===== src/rtl/pagerank_settings.svh =====
// PageRank compute unit widths, queue depth and read issue pacing
`ifndef PAGERANK_SETTINGS_SVH
`define PAGERANK_SETTINGS_SVH

//////////////////////////////////////////////////
// Data widths
//////////////////////////////////////////////////

// Vertex id
`define VERTEX_W 16

// Edge index and edge count
`define EDGE_W 16

// Rank value and running sum
`define RANK_W 32

// Memory element index
`define ADDR_W 16

//////////////////////////////////////////////////
// Read path
//////////////////////////////////////////////////

`define CMD_QUEUE_DEPTH 4

// Power of two
`define ISSUE_INTERVAL 4

`endif

===== src/rtl/pagerank_pkg.sv =====
// Shared types of the PageRank vertex compute unit
`include "pagerank_settings.svh"

package pagerank_pkg;

	//////////////////////////////////////////////////
	// Memory access targets
	//////////////////////////////////////////////////

	typedef enum logic [1:0] {
		EDGE_ARRAY_DEST  = 2'd0,
		READ_GRAPH_DATA  = 2'd1,
		WRITE_GRAPH_DATA = 2'd2
	} mem_struct_e;

	//////////////////////////////////////////////////
	// Channel payloads
	//////////////////////////////////////////////////

	typedef struct packed {
		logic [`VERTEX_W-1:0] vertex_id;
		logic [`EDGE_W-1:0]   edge_start;
		logic [`EDGE_W-1:0]   out_degree;
	} vertex_job_t;

	typedef struct packed {
		mem_struct_e        tag;
		logic [`ADDR_W-1:0] addr;
	} read_cmd_t;

	// Edge-array data carries the neighbor id in the low bits
	typedef struct packed {
		mem_struct_e        tag;
		logic [`RANK_W-1:0] data;
	} read_rsp_t;

	// Always a graph-data write
	typedef struct packed {
		logic [`ADDR_W-1:0] addr;
		logic [`RANK_W-1:0] data;
	} write_cmd_t;

	//////////////////////////////////////////////////
	// FSM states
	//////////////////////////////////////////////////

	typedef enum logic {
		IDLE,
		WALK
	} walk_state_e;

	typedef enum logic [1:0] {
		ACCUM,
		WRITE,
		WAIT_RSP
	} sum_state_e;

endpackage


===== src/rtl/cu_vertex_pagerank.sv =====
// PageRank vertex compute unit top level joining walker, fetch, sum and read port
`timescale 1ns/1ps
`include "pagerank_settings.svh"

module cu_vertex_pagerank (
	input  logic                      clock,
	input  logic                      rstn,
	input  logic                      enable,
	input  logic                      job_valid,
	output logic                      job_ready,
	input  pagerank_pkg::vertex_job_t  job,
	output logic                      read_cmd_valid,
	input  logic                      read_cmd_ready,
	output pagerank_pkg::read_cmd_t    read_cmd,
	input  logic                      read_rsp_valid,
	output logic                      read_rsp_ready,
	input  pagerank_pkg::read_rsp_t    read_rsp,
	output logic                      write_cmd_valid,
	input  logic                      write_cmd_ready,
	output pagerank_pkg::write_cmd_t   write_cmd,
	input  logic                      write_rsp_valid,
	output logic [`VERTEX_W-1:0]      vertex_count,
	output logic [`EDGE_W-1:0]        edge_count
);

	import pagerank_pkg::*;

	logic        slot;
	logic        walk_cmd_valid;
	logic        walk_cmd_ready;
	read_cmd_t   walk_cmd;
	logic        q0_valid;
	logic        q0_ready;
	read_cmd_t   q0_cmd;
	logic        q1_valid;
	logic        q1_ready;
	read_cmd_t   q1_cmd;
	logic        edge_rsp_valid;
	logic        edge_rsp_ready;
	logic        rank_rsp_valid;
	read_rsp_t   rsp_routed;
	vertex_job_t active_job;
	logic        job_active;
	logic        vertex_done;

	//////////////////////////////////////////////////
	// Edge-array read source
	//////////////////////////////////////////////////

	cu_edge_walker u_edge_walker (
		.clock      (clock),
		.rstn       (rstn),
		.job_valid  (job_valid),
		.job_ready  (job_ready),
		.job        (job),
		.vertex_done(vertex_done),
		.cmd_valid  (walk_cmd_valid),
		.cmd_ready  (walk_cmd_ready),
		.cmd        (walk_cmd),
		.active_job (active_job),
		.job_active (job_active)
	);

	cu_cmd_queue u_edge_cmd_queue (
		.clock    (clock),
		.rstn     (rstn),
		.in_valid (walk_cmd_valid),
		.in_ready (walk_cmd_ready),
		.in_cmd   (walk_cmd),
		.out_valid(q0_valid),
		.out_ready(q0_ready),
		.out_cmd  (q0_cmd)
	);

	// Rank read source with its own queue
	cu_rank_fetch u_rank_fetch (
		.clock    (clock),
		.rstn     (rstn),
		.rsp_valid(edge_rsp_valid),
		.rsp_ready(edge_rsp_ready),
		.rsp      (rsp_routed),
		.cmd_valid(q1_valid),
		.cmd_ready(q1_ready),
		.cmd      (q1_cmd)
	);

	//////////////////////////////////////////////////
	// Shared read port and its pacing
	//////////////////////////////////////////////////

	cu_pacing u_pacing (
		.clock (clock),
		.rstn  (rstn),
		.enable(enable),
		.slot  (slot)
	);

	cu_read_port u_read_port (
		.clock         (clock),
		.rstn          (rstn),
		.slot          (slot),
		.q0_valid      (q0_valid),
		.q0_ready      (q0_ready),
		.q0_cmd        (q0_cmd),
		.q1_valid      (q1_valid),
		.q1_ready      (q1_ready),
		.q1_cmd        (q1_cmd),
		.read_cmd_valid(read_cmd_valid),
		.read_cmd_ready(read_cmd_ready),
		.read_cmd      (read_cmd),
		.read_rsp_valid(read_rsp_valid),
		.read_rsp_ready(read_rsp_ready),
		.read_rsp      (read_rsp),
		.edge_rsp_valid(edge_rsp_valid),
		.edge_rsp_ready(edge_rsp_ready),
		.rank_rsp_valid(rank_rsp_valid),
		.rsp_out       (rsp_routed)
	);

	//////////////////////////////////////////////////
	// Accumulate and write back
	//////////////////////////////////////////////////

	cu_rank_sum u_rank_sum (
		.clock          (clock),
		.rstn           (rstn),
		.active_job     (active_job),
		.job_active     (job_active),
		.rsp_valid      (rank_rsp_valid),
		.rsp            (rsp_routed),
		.write_cmd_valid(write_cmd_valid),
		.write_cmd_ready(write_cmd_ready),
		.write_cmd      (write_cmd),
		.write_rsp_valid(write_rsp_valid),
		.vertex_done    (vertex_done),
		.vertex_count   (vertex_count),
		.edge_count     (edge_count)
	);

endmodule


===== src/rtl/cu_read_port.sv =====
// Round-robin read command arbiter and tag-based read response router
`timescale 1ns/1ps

module cu_read_port (
	input  logic                   clock,
	input  logic                   rstn,
	input  logic                   slot,
	input  logic                   q0_valid,
	output logic                   q0_ready,
	input  pagerank_pkg::read_cmd_t q0_cmd,
	input  logic                   q1_valid,
	output logic                   q1_ready,
	input  pagerank_pkg::read_cmd_t q1_cmd,
	output logic                   read_cmd_valid,
	input  logic                   read_cmd_ready,
	output pagerank_pkg::read_cmd_t read_cmd,
	input  logic                   read_rsp_valid,
	output logic                   read_rsp_ready,
	input  pagerank_pkg::read_rsp_t read_rsp,
	output logic                   edge_rsp_valid,
	input  logic                   edge_rsp_ready,
	output logic                   rank_rsp_valid,
	output pagerank_pkg::read_rsp_t rsp_out
);

	import pagerank_pkg::*;

	logic last_grant;
	logic hold;
	logic hold_sel;
	logic sel;

	//////////////////////////////////////////////////
	// Command arbitration
	//////////////////////////////////////////////////

	// A stalled grant is kept until it transfers
	always_comb begin
		if (hold) begin
			sel = hold_sel;
		end else if (q0_valid && q1_valid) begin
			sel = ~last_grant;
		end else begin
			sel = q1_valid;
		end
	end

	assign read_cmd_valid = slot && (sel ? q1_valid : q0_valid);
	assign read_cmd       = sel ? q1_cmd : q0_cmd;
	assign q0_ready       = slot && !sel && read_cmd_ready;
	assign q1_ready       = slot && sel && read_cmd_ready;

	always_ff @(posedge clock or negedge rstn) begin
		if (!rstn) begin
			last_grant <= 1'b1;
			hold       <= 1'b0;
			hold_sel   <= 1'b0;
		end else if (read_cmd_valid && read_cmd_ready) begin
			last_grant <= sel;
			hold       <= 1'b0;
		end else if (read_cmd_valid) begin
			hold     <= 1'b1;
			hold_sel <= sel;
		end
	end

	//////////////////////////////////////////////////
	// Response routing
	//////////////////////////////////////////////////

	assign rsp_out        = read_rsp;
	assign edge_rsp_valid = read_rsp_valid && (read_rsp.tag == EDGE_ARRAY_DEST);
	assign rank_rsp_valid = read_rsp_valid && (read_rsp.tag == READ_GRAPH_DATA);

	// Rank sink never stalls; unknown tags are dropped
	always_comb begin
		case (read_rsp.tag)
			EDGE_ARRAY_DEST: read_rsp_ready = edge_rsp_ready;
			default:         read_rsp_ready = 1'b1;
		endcase
	end

endmodule


===== src/rtl/cu_rank_sum.sv =====
// Rank accumulator with vertex write-back, completion pulse and counters
`timescale 1ns/1ps
`include "pagerank_settings.svh"

module cu_rank_sum (
	input  logic                      clock,
	input  logic                      rstn,
	input  pagerank_pkg::vertex_job_t  active_job,
	input  logic                      job_active,
	input  logic                      rsp_valid,
	input  pagerank_pkg::read_rsp_t    rsp,
	output logic                      write_cmd_valid,
	input  logic                      write_cmd_ready,
	output pagerank_pkg::write_cmd_t   write_cmd,
	input  logic                      write_rsp_valid,
	output logic                      vertex_done,
	output logic [`VERTEX_W-1:0]      vertex_count,
	output logic [`EDGE_W-1:0]        edge_count
);

	import pagerank_pkg::*;

	sum_state_e         state;
	logic [`RANK_W-1:0] sum;
	logic [`EDGE_W-1:0] edges_seen;
	logic               rank_take;

	assign rank_take       = (state == ACCUM) && rsp_valid;
	assign write_cmd_valid = (state == WRITE);
	assign vertex_done     = (state == WAIT_RSP) && write_rsp_valid;

	always_comb begin
		write_cmd.addr = `ADDR_W'(active_job.vertex_id);
		write_cmd.data = sum;
	end

	//////////////////////////////////////////////////
	// Sum FSM
	//////////////////////////////////////////////////

	always_ff @(posedge clock or negedge rstn) begin
		if (!rstn) begin
			state      <= ACCUM;
			sum        <= '0;
			edges_seen <= '0;
		end else begin
			case (state)
				ACCUM: begin
					// Sum wraps modulo 2^32
					if (rank_take) begin
						sum        <= sum + rsp.data;
						edges_seen <= edges_seen + 1'b1;
					end
					if (job_active && (edges_seen == active_job.out_degree)) begin
						state <= WRITE;
					end
				end
				WRITE: begin
					if (write_cmd_ready) begin
						state <= WAIT_RSP;
					end
				end
				WAIT_RSP: begin
					if (write_rsp_valid) begin
						state      <= ACCUM;
						sum        <= '0;
						edges_seen <= '0;
					end
				end
				default: begin
					state <= ACCUM;
				end
			endcase
		end
	end

	// Running totals across all jobs
	always_ff @(posedge clock or negedge rstn) begin
		if (!rstn) begin
			vertex_count <= '0;
			edge_count   <= '0;
		end else begin
			if (vertex_done) begin
				vertex_count <= vertex_count + 1'b1;
			end
			if (rank_take) begin
				edge_count <= edge_count + 1'b1;
			end
		end
	end

endmodule


===== src/rtl/cu_rank_fetch.sv =====
// Turns neighbor ids from the edge array into graph-data rank reads
`timescale 1ns/1ps
`include "pagerank_settings.svh"

module cu_rank_fetch (
	input  logic                   clock,
	input  logic                   rstn,
	input  logic                   rsp_valid,
	output logic                   rsp_ready,
	input  pagerank_pkg::read_rsp_t rsp,
	output logic                   cmd_valid,
	input  logic                   cmd_ready,
	output pagerank_pkg::read_cmd_t cmd
);

	import pagerank_pkg::*;

	read_cmd_t rank_cmd;

	// Neighbor id sits in the low bits of the response data
	always_comb begin
		rank_cmd.tag  = READ_GRAPH_DATA;
		rank_cmd.addr = `ADDR_W'(rsp.data[`VERTEX_W-1:0]);
	end

	//////////////////////////////////////////////////
	// Rank read queue
	//////////////////////////////////////////////////

	// Full queue stalls the response router
	cu_cmd_queue u_rank_cmd_queue (
		.clock    (clock),
		.rstn     (rstn),
		.in_valid (rsp_valid),
		.in_ready (rsp_ready),
		.in_cmd   (rank_cmd),
		.out_valid(cmd_valid),
		.out_ready(cmd_ready),
		.out_cmd  (cmd)
	);

endmodule


===== src/rtl/cu_edge_walker.sv =====
// Vertex job holder that issues one edge-array read per outgoing edge
`timescale 1ns/1ps
`include "pagerank_settings.svh"

module cu_edge_walker (
	input  logic                     clock,
	input  logic                     rstn,
	input  logic                     job_valid,
	output logic                     job_ready,
	input  pagerank_pkg::vertex_job_t job,
	input  logic                     vertex_done,
	output logic                     cmd_valid,
	input  logic                     cmd_ready,
	output pagerank_pkg::read_cmd_t   cmd,
	output pagerank_pkg::vertex_job_t active_job,
	output logic                     job_active
);

	import pagerank_pkg::*;

	walk_state_e        state;
	logic [`EDGE_W-1:0] issued;

	assign job_ready  = (state == IDLE);
	assign job_active = (state == WALK);

	// Edge reads run until every edge has been queued
	assign cmd_valid = (state == WALK) && (issued != active_job.out_degree);

	always_comb begin
		cmd.tag  = EDGE_ARRAY_DEST;
		cmd.addr = `ADDR_W'(active_job.edge_start + issued);
	end

	//////////////////////////////////////////////////
	// Walk FSM
	//////////////////////////////////////////////////

	always_ff @(posedge clock or negedge rstn) begin
		if (!rstn) begin
			state  <= IDLE;
			issued <= '0;
		end else begin
			case (state)
				IDLE: begin
					if (job_valid) begin
						state  <= WALK;
						issued <= '0;
					end
				end
				WALK: begin
					if (cmd_valid && cmd_ready) begin
						issued <= issued + 1'b1;
					end
					// Sum kernel signals the write response
					if (vertex_done) begin
						state <= IDLE;
					end
				end
				default: begin
					state <= IDLE;
				end
			endcase
		end
	end

	// Job payload held for the walk and the sum kernel
	always_ff @(posedge clock) begin
		if (job_valid && job_ready) begin
			active_job <= job;
		end
	end

endmodule


===== src/rtl/cu_cmd_queue.sv =====
// Circular FIFO of read command structs with valid/ready on both sides
`timescale 1ns/1ps
`include "pagerank_settings.svh"

module cu_cmd_queue (
	input  logic                   clock,
	input  logic                   rstn,
	input  logic                   in_valid,
	output logic                   in_ready,
	input  pagerank_pkg::read_cmd_t in_cmd,
	output logic                   out_valid,
	input  logic                   out_ready,
	output pagerank_pkg::read_cmd_t out_cmd
);

	import pagerank_pkg::*;

	localparam int DEPTH = `CMD_QUEUE_DEPTH;
	localparam int PTR_W = (DEPTH > 1) ? $clog2(DEPTH) : 1;
	localparam int CNT_W = $clog2(DEPTH + 1);

	read_cmd_t        mem [DEPTH];
	logic [PTR_W-1:0] wr_ptr;
	logic [PTR_W-1:0] rd_ptr;
	logic [CNT_W-1:0] count;
	logic             push;
	logic             pop;

	assign in_ready  = (count != CNT_W'(DEPTH));
	assign out_valid = (count != '0);
	assign out_cmd   = mem[rd_ptr];

	assign push = in_valid && in_ready;
	assign pop  = out_valid && out_ready;

	always_ff @(posedge clock) begin
		if (push) begin
			mem[wr_ptr] <= in_cmd;
		end
	end

	always_ff @(posedge clock or negedge rstn) begin
		if (!rstn) begin
			wr_ptr <= '0;
			rd_ptr <= '0;
			count  <= '0;
		end else begin
			if (push) begin
				wr_ptr <= (wr_ptr == PTR_W'(DEPTH - 1)) ? '0 : wr_ptr + 1'b1;
			end
			if (pop) begin
				rd_ptr <= (rd_ptr == PTR_W'(DEPTH - 1)) ? '0 : rd_ptr + 1'b1;
			end
			// Simultaneous push and pop leaves occupancy unchanged
			if (push && !pop) begin
				count <= count + 1'b1;
			end else if (pop && !push) begin
				count <= count - 1'b1;
			end
		end
	end

endmodule


===== src/rtl/cu_pacing.sv =====
// Read issue pacing with a registered enable and a free-running slot counter
`timescale 1ns/1ps
`include "pagerank_settings.svh"

module cu_pacing (
	input  logic clock,
	input  logic rstn,
	input  logic enable,
	output logic slot
);

	localparam int CNT_W = (`ISSUE_INTERVAL > 1) ? $clog2(`ISSUE_INTERVAL) : 1;

	logic             enable_q;
	logic [CNT_W-1:0] count;

	always_ff @(posedge clock or negedge rstn) begin
		if (!rstn) begin
			enable_q <= 1'b0;
		end else begin
			enable_q <= enable;
		end
	end

	// Runs whether enabled or not, so slots stay on a fixed grid
	always_ff @(posedge clock or negedge rstn) begin
		if (!rstn) begin
			count <= '0;
		end else if (count == CNT_W'(`ISSUE_INTERVAL - 1)) begin
			count <= '0;
		end else begin
			count <= count + 1'b1;
		end
	end

	assign slot = enable_q && (count == '0);

endmodule


===== config.mk =====
export PLATFORM = sky130hd
export DESIGN_NAME = cu_vertex_pagerank
export DESIGN_NICKNAME = d
export VERILOG_FILES = /design/src/rtl/pagerank_pkg.sv /design/src/rtl/cu_vertex_pagerank.sv /design/src/rtl/cu_read_port.sv /design/src/rtl/cu_rank_sum.sv /design/src/rtl/cu_rank_fetch.sv /design/src/rtl/cu_edge_walker.sv /design/src/rtl/cu_cmd_queue.sv /design/src/rtl/cu_pacing.sv
export VERILOG_INCLUDE_DIRS = /design/src /design/src/rtl
export SDC_FILE = /design/constraint.sdc
export NUM_CORES = 1
export LEC_CHECK = 0
export BUFFER_PORTS_ARGS = -buffer_cell sky130_fd_sc_hd__buf_2
export CORE_UTILIZATION = 40
export CTS_CLUSTER_DIAMETER = 50
export DETAILED_ROUTE_END_ITERATION = 8
export PLACE_DENSITY = 0.61
export SLEW_MARGIN = 20
export SYNTH_ARGS = -nofsm -noshare
export SYNTH_HDL_FRONTEND = slang
export SYNTH_SLANG_ARGS = --single-unit

===== constraint.sdc =====
create_clock -name clock -period 3 [get_ports clock]
set_input_delay 0.45 -clock clock [delete_from_list [all_inputs] [get_ports clock]]
set_output_delay 0.45 -clock clock [all_outputs]
set_load 0.02 [all_outputs]

# Word-level counts from Yosys, hierarchy flattened
# Memories as Yosys holds them, arrays and structs flattened.
# Cells that the tools add are included.
[op_classes] addsub=15 eq_ne=18 n_mux=36 bitwise_logic=3 reduce_logical=41
[op_table] op="adder 16 x 1 -> 16 bit (second input constant)" count=4
[op_table] op="2-to-1 mux 16 bit" count=4
[op_table] op="2-to-1 mux 32 bit" count=2
[op_table] op="case mux 16 bit (2 select lines)" count=2
[op_table] op="case mux 32 bit (2 select lines)" count=1
[op_table] op="adder 32 bit" count=1
[op_table] op="logical AND 1 bit" count=23
[op_table] op="2-to-1 mux 18 bit" count=1
[op_table] op="adder 16 bit" count=1
[op_table] op="== test 16 bit" count=1
[op_table] op="2-to-1 mux 2 bit" count=8
[op_table] op="inequality test 16 bit" count=1
[op_table] op="== test 2 bit (second input constant)" count=6
[op_table] op="2-to-1 mux 1 bit" count=12
[op_table] op="2-to-1 mux 3 bit" count=4
[op_table] op="adder 2 x 1 -> 2 bit (second input constant)" count=5
[op_table] op="nonzero test 2 bit" count=4
[op_table] op="adder 3 x 1 -> 3 bit (second input constant)" count=2
[op_table] op="zero test 2 bit" count=3
[op_table] op="inequality test 2 x 1 -> 1 bit (second input constant)" count=3
[op_table] op="inequality test 2 bit (second input constant)" count=3
[op_table] op="inequality test 3 bit (second input constant)" count=2
[op_table] op="case mux 2 bit (3 select lines)" count=1
[op_table] op="AND reduction 3 bit" count=2
[op_table] op="7 further kinds" count=17
[word_totals] regBits=167 mem_bits_rw=128 inputBits=90 output_inout_bits=102 elab_cells=136 n_memories=2
[memory_table] name="u_edge_cmd_queue.mem" words=4 word_bits=16 rd=1 rd_clocked_by_memory_dff=0 write_ports=1 line_no="cu_cmd_queue.sv:22" rtl="read_cmd_t mem [DEPTH];"
[memory_table] name="u_rank_fetch.u_rank_cmd_queue.mem" words=4 word_bits=16 rd=1 rd_clocked_by_memory_dff=0 write_ports=1 line_no="cu_cmd_queue.sv:22"

# Depth between registers and ports, before layout
[depth] ltp_word=11 depth_mapped=12 depth_no_buf=11

# Hierarchy
# Synthesis repeated with hierarchy kept, for this count alone.
[unflattened] hier_cells=1207 area_unflattened_um2=15660.0
[modules_own_cells] module="cu_cmd_queue" n_inst=2 cells_each=130 area_each_um2=3031.7 seq_area_each_um2=2337.2
[modules_own_cells] module="cu_rank_sum" n_inst=1 cells_each=571 area_each_um2=5260.0 seq_area_each_um2=2052.0
[modules_own_cells] module="cu_edge_walker" n_inst=1 cells_each=281 area_each_um2=3425.8 seq_area_each_um2=1866.8
[modules_own_cells] module="cu_read_port" n_inst=1 cells_each=84 area_each_um2=785.8 seq_area_each_um2=76.3
[modules_own_cells] module="cu_pacing" n_inst=1 cells_each=9 area_each_um2=117.6 seq_area_each_um2=75.1
[modules_own_cells] module="cu_rank_fetch" n_inst=1 cells_each=2 area_each_um2=7.5 seq_area_each_um2=0.0

# Least setup slack after synthesis
# No wires, ideal clock.
[synth_timing] path_kind="input-to-reg" startpoint="in job_valid" endpoint="reg u_edge_walker.active_job[0] (netlist name)" setup_ns=0.431 t_arrival_ns=2.352 required_ns=2.569 slack_ns=0.217 path_stages=3 n_path_buf=2 cell_sequence="nor2b_1 clkbuf_1 clkbuf_1"
[synth_between] elab_chain_cells=1
[synth_rtl] element="start, declared" line_no="cu_vertex_pagerank.sv:9" rtl="input logic job_valid,"
[synth_rtl] element="logical AND 1 bit" line_no="cu_edge_walker.sv:69" rtl="if (job_valid && job_ready) begin"
# No other way between the ends.
# A chain may end at the register's enable or synchronous reset.

==> run_results.csv <==
group,metric,value,unit
outcome,status,"finished, violations left",
outcome,failed_checks,"hold timing",
yosys,synth_edf_count,176,
yosys,synth_area_leader_cell,"edfxtp_1",
yosys,syn-num-nets,1278,
sta,final.setup.tns,0,ps
yosys,synth_top_cell_area_share,36.9,%
floorplan,rows,68,
floorplan,design.die.area,36600,sq um
yosys,synth-seq-cells,295,
yosys,synth.distinct_cells,72,
place,portBuffers,190,
critical_path,reg2reg_depth,8,
power,ir_drop,0.902,mV
critical_path,cp_slowest_cell,"dfrtp_2",
drt,wl_met2,14600,microns
drt,drt_iter0_drc,574,
power,p_leak,7.29,nW
yosys,synthXorXnorAreaFrac,7.45,%
floorplan,die_x,191,microns
yosys,synth_compound_area_share,8.45,%
critical_path,crit_path_max_fanout,9,
global_route,antenna_found_initial,0,
critical_path,path_cells,"or3_4 -> a211oi_2 -> a21o_4 -> buf_12 -> mux2_2 -> buf_2",
run,drv_cap,0,
critical_path,crit_path_end,"read_cmd[1]",
sta,slew_headroom,42.3,%
drt,drt-wirelength-per-cell,17.4,microns
critical_path,max_stage_delay,440,ps
critical_path,cp-startpoint,"u_edge_cmd_queue.count[0]$_DFFE_PN0P_",
sta,period_share,97.8,%
layout,drive_gt1_share,27.1,%
sta,skew,22.6,ps
drt,drtPass1Iterations,5,
clocking,clk_latency,520,ps
clocking,clock-sinks,295,
sta,finalMaxSlewViolations,0,
global_route,grt-ovfl-total,0,
sta,finalCriticalPeriod,2930,ps
power,power.density,979,nW/um^2
layout,finish.utilization,49.6,%
yosys,synth_fa_ha_area_share,6.14,%
drt,antenna_left,0,
sta,finalHoldViolations,4,
layout,nets,1498,
clocking,h-tree-depth,2,
yosys,yosys_warnings,0,
floorplan,core-area,34900,sq um
yosys,async_flop_share,40.3,%
critical_path,arrival,2480,ps
critical_path,reg2reg_slack,230,ps
layout,layout_commonest_cell,"buf_2",
layout,area_growth,20.6,%
drt,wl_met1,14900,microns
clocking,clock_path_buffers,3,
clocking,cts_buffers,38,
clocking,path_clk_slew,60,ps
global_route,track_usage,17.4,%
layout,mostFrequentLayoutCells,"buf_2 (189), edfxtp_1 (176), dfrtp_1 (117), nand2_1 (85)",
drt,dr_wl_met3,1620,microns
yosys,seq_area_frac_synth,57.6,%
critical_path,r2r_end,"u_edge_cmd_queue.mem[2][9]$_DFFE_PP_",
floorplan,fp.dieH,191,microns
global_route,grt_pass1_vias,9189,
floorplan,ios,192,
yosys,synth_top_family_by_area,"simple AND/OR/NAND/NOR gates",
critical_path,crit_path_start_kind,"flop",
yosys,synthMuxAreaShare,6.81,%
hold_path,hold_class,"input pin to async pin",
critical_path,cp.required,2550,ps
yosys,ys.flop_type,"edfxtp_1",
drt,drt-total-wl,31800,microns
place,place_congestion,0.875,
critical_path,crit_path_end_kind,"output pin",
yosys,synthCells,1120,
yosys,syn_area,14300,sq um
global_route,grt_max_degree,55,
clocking,cts_tree,"yes",
drt,viasPerCell,5.15,
clocking,cts_hold_buf,0,
critical_path,worst-setup-path-type,"flop to output pin",
drt,vias,9394,
yosys,syn_area_per_cell,12.8,sq um
layout,antenna_cells,0,
yosys,yosys.area_share.simple,10.7,%
power,p_total,16.9,mW
floorplan,initial_core_util,41.1,%
sta,setup_viol,0,
yosys,synth_area_leaders,"edfxtp_1 (37%), dfrtp_1 (21%), ha_1 (5.6%)",
sta,fmax,341,MHz
drt,topRoutingLayerUsed,"met4",
drt,drcViolationCount,0,
clocking,cts_root_buffer,"clkbuf_16",
critical_path,r2r-start,"u_edge_walker.issued[1]$_DFFE_PN0P_",
place,dpl.hpwl,23200,microns
sta,worst_pin_slew,865,ps
global_route,grt_pass1_wl,49800,microns
sta,holdWs,-10.4,ps
-- worst min path at each step --
stage                     cells past startpoint                                     to                         from
after floorplan                               0  u_edge_cmd_queue.count[0]$_DFFE_PN0P_                         rstn
after global placement                        1            u_pacing.count[0]$_DFF_PN0_  u_pacing.count[0]$_DFF_PN0_
after detailed placement                      1            u_pacing.count[0]$_DFF_PN0_  u_pacing.count[0]$_DFF_PN0_
after CTS                                     1         u_rank_sum.sum[24]$_DFFE_PN0P_                         rstn
after global routing                          1            u_pacing.enable_q$_DFF_PN0_                       enable
final                                         1  u_rank_sum.edge_count[13]$_DFFE_PN0P_                         rstn
-- sequential cells by signal, indices dropped and copies added (netlist names), 3 cells and up --
signal and flops:
u_edge_cmd_queue.mem 64, u_edge_walker.issued 16, u_rank_sum.sum 32, u_rank_sum.vertex_count 16
u_edge_walker.active_job 48, u_rank_sum.edges_seen 16, u_rank_fetch.u_rank_cmd_queue.mem 64, u_rank_fetch.u_rank_cmd_queue.count 3
u_rank_sum.edge_count 16, u_edge_cmd_queue.count 3
-- report_power, final --
part           leakage, nW  switching [mW]  internal (mW)
sequential            3.15           0.705           5.43
clock                0.621            1.75           2.69
combinational         3.52            3.55           2.80
total                 7.29            6.01           10.9
-- kinds of logic after synthesis --
kind of cell / Yosys count
simple gates: 311
flops: 295
compound gates: 184
xor+xnor: 122
buf+inv: 84
fa+ha+maj: 68
mux: 55
other cells: 1
-- stage by stage --
stage               setup WS, ps  instances  cell area, sq um
floorplan                    217       1120             14300
global placement             142       1753             15900
detailed placement          47.3       1753             15900
CTS                         6.48       1823             17200
global route               -3.09       1824             17300
finish                      66.9       1824             17300
-- area by class of cell --
class	count	area, sq um
sequential	295	8270
tap	455	569
timing repair buffer	230	1330
clock inverter	17	181
inverter	34	128
clock buffer	52	1090
multi-input combinational	741	5720
fill	3077	17600
-- worst max-delay path: cells and delay by family, from the launching register on --
kind | cells | cell delay [ps]
compound gates | 2 | 420
buf+inv | 2 | 320
flops | 1 | 440
mux | 1 | 370
simple gates | 1 | 420
-- metal layers --
layer | GRT usage [%] | vias to the layer above
met5 | 0 | -
met2 | 27.7 | 217
met4 | 4.55 | 0
met1 | 24.5 | 4570
met3 | 3.29 | 46
li1 | - | 4561
-- synthesized netlist by cell type (all sizes together) (3+ instances only) --
master	instances
a21oi	48
nor4	7
nand2	85
nand3	50
clkbuf	22
dfrtp	118
mux2	21
a21o	22
a211oi	5
edfxtp	176
o21ai	59
nor3	17
o21a	4
o21bai	4
and4	5
buf	28
o211ai	3
a31oi	4
nor2	65
nand3b	4
fa	4
and2	14
mux4	32
a21boi	5
nand2b	4
nand4	20
nor2b	7
o2111ai	3
inv	34
xor2	57
o41ai	3
xnor2	65
ha	64
or3	12
or2	3
a31o	3
and3	15
-- what timing repair did --
action                                 4_1_cts  5_1_grt
gates resized for setup                      4        9
setup endpoints to repair                   16       40
endpoints found under the hold margin        0        0
cloned                                       0        1
setup buffers                                1        0
pin swaps                                    0        1
Note: power is estimated with default switching activity, not from simulation.
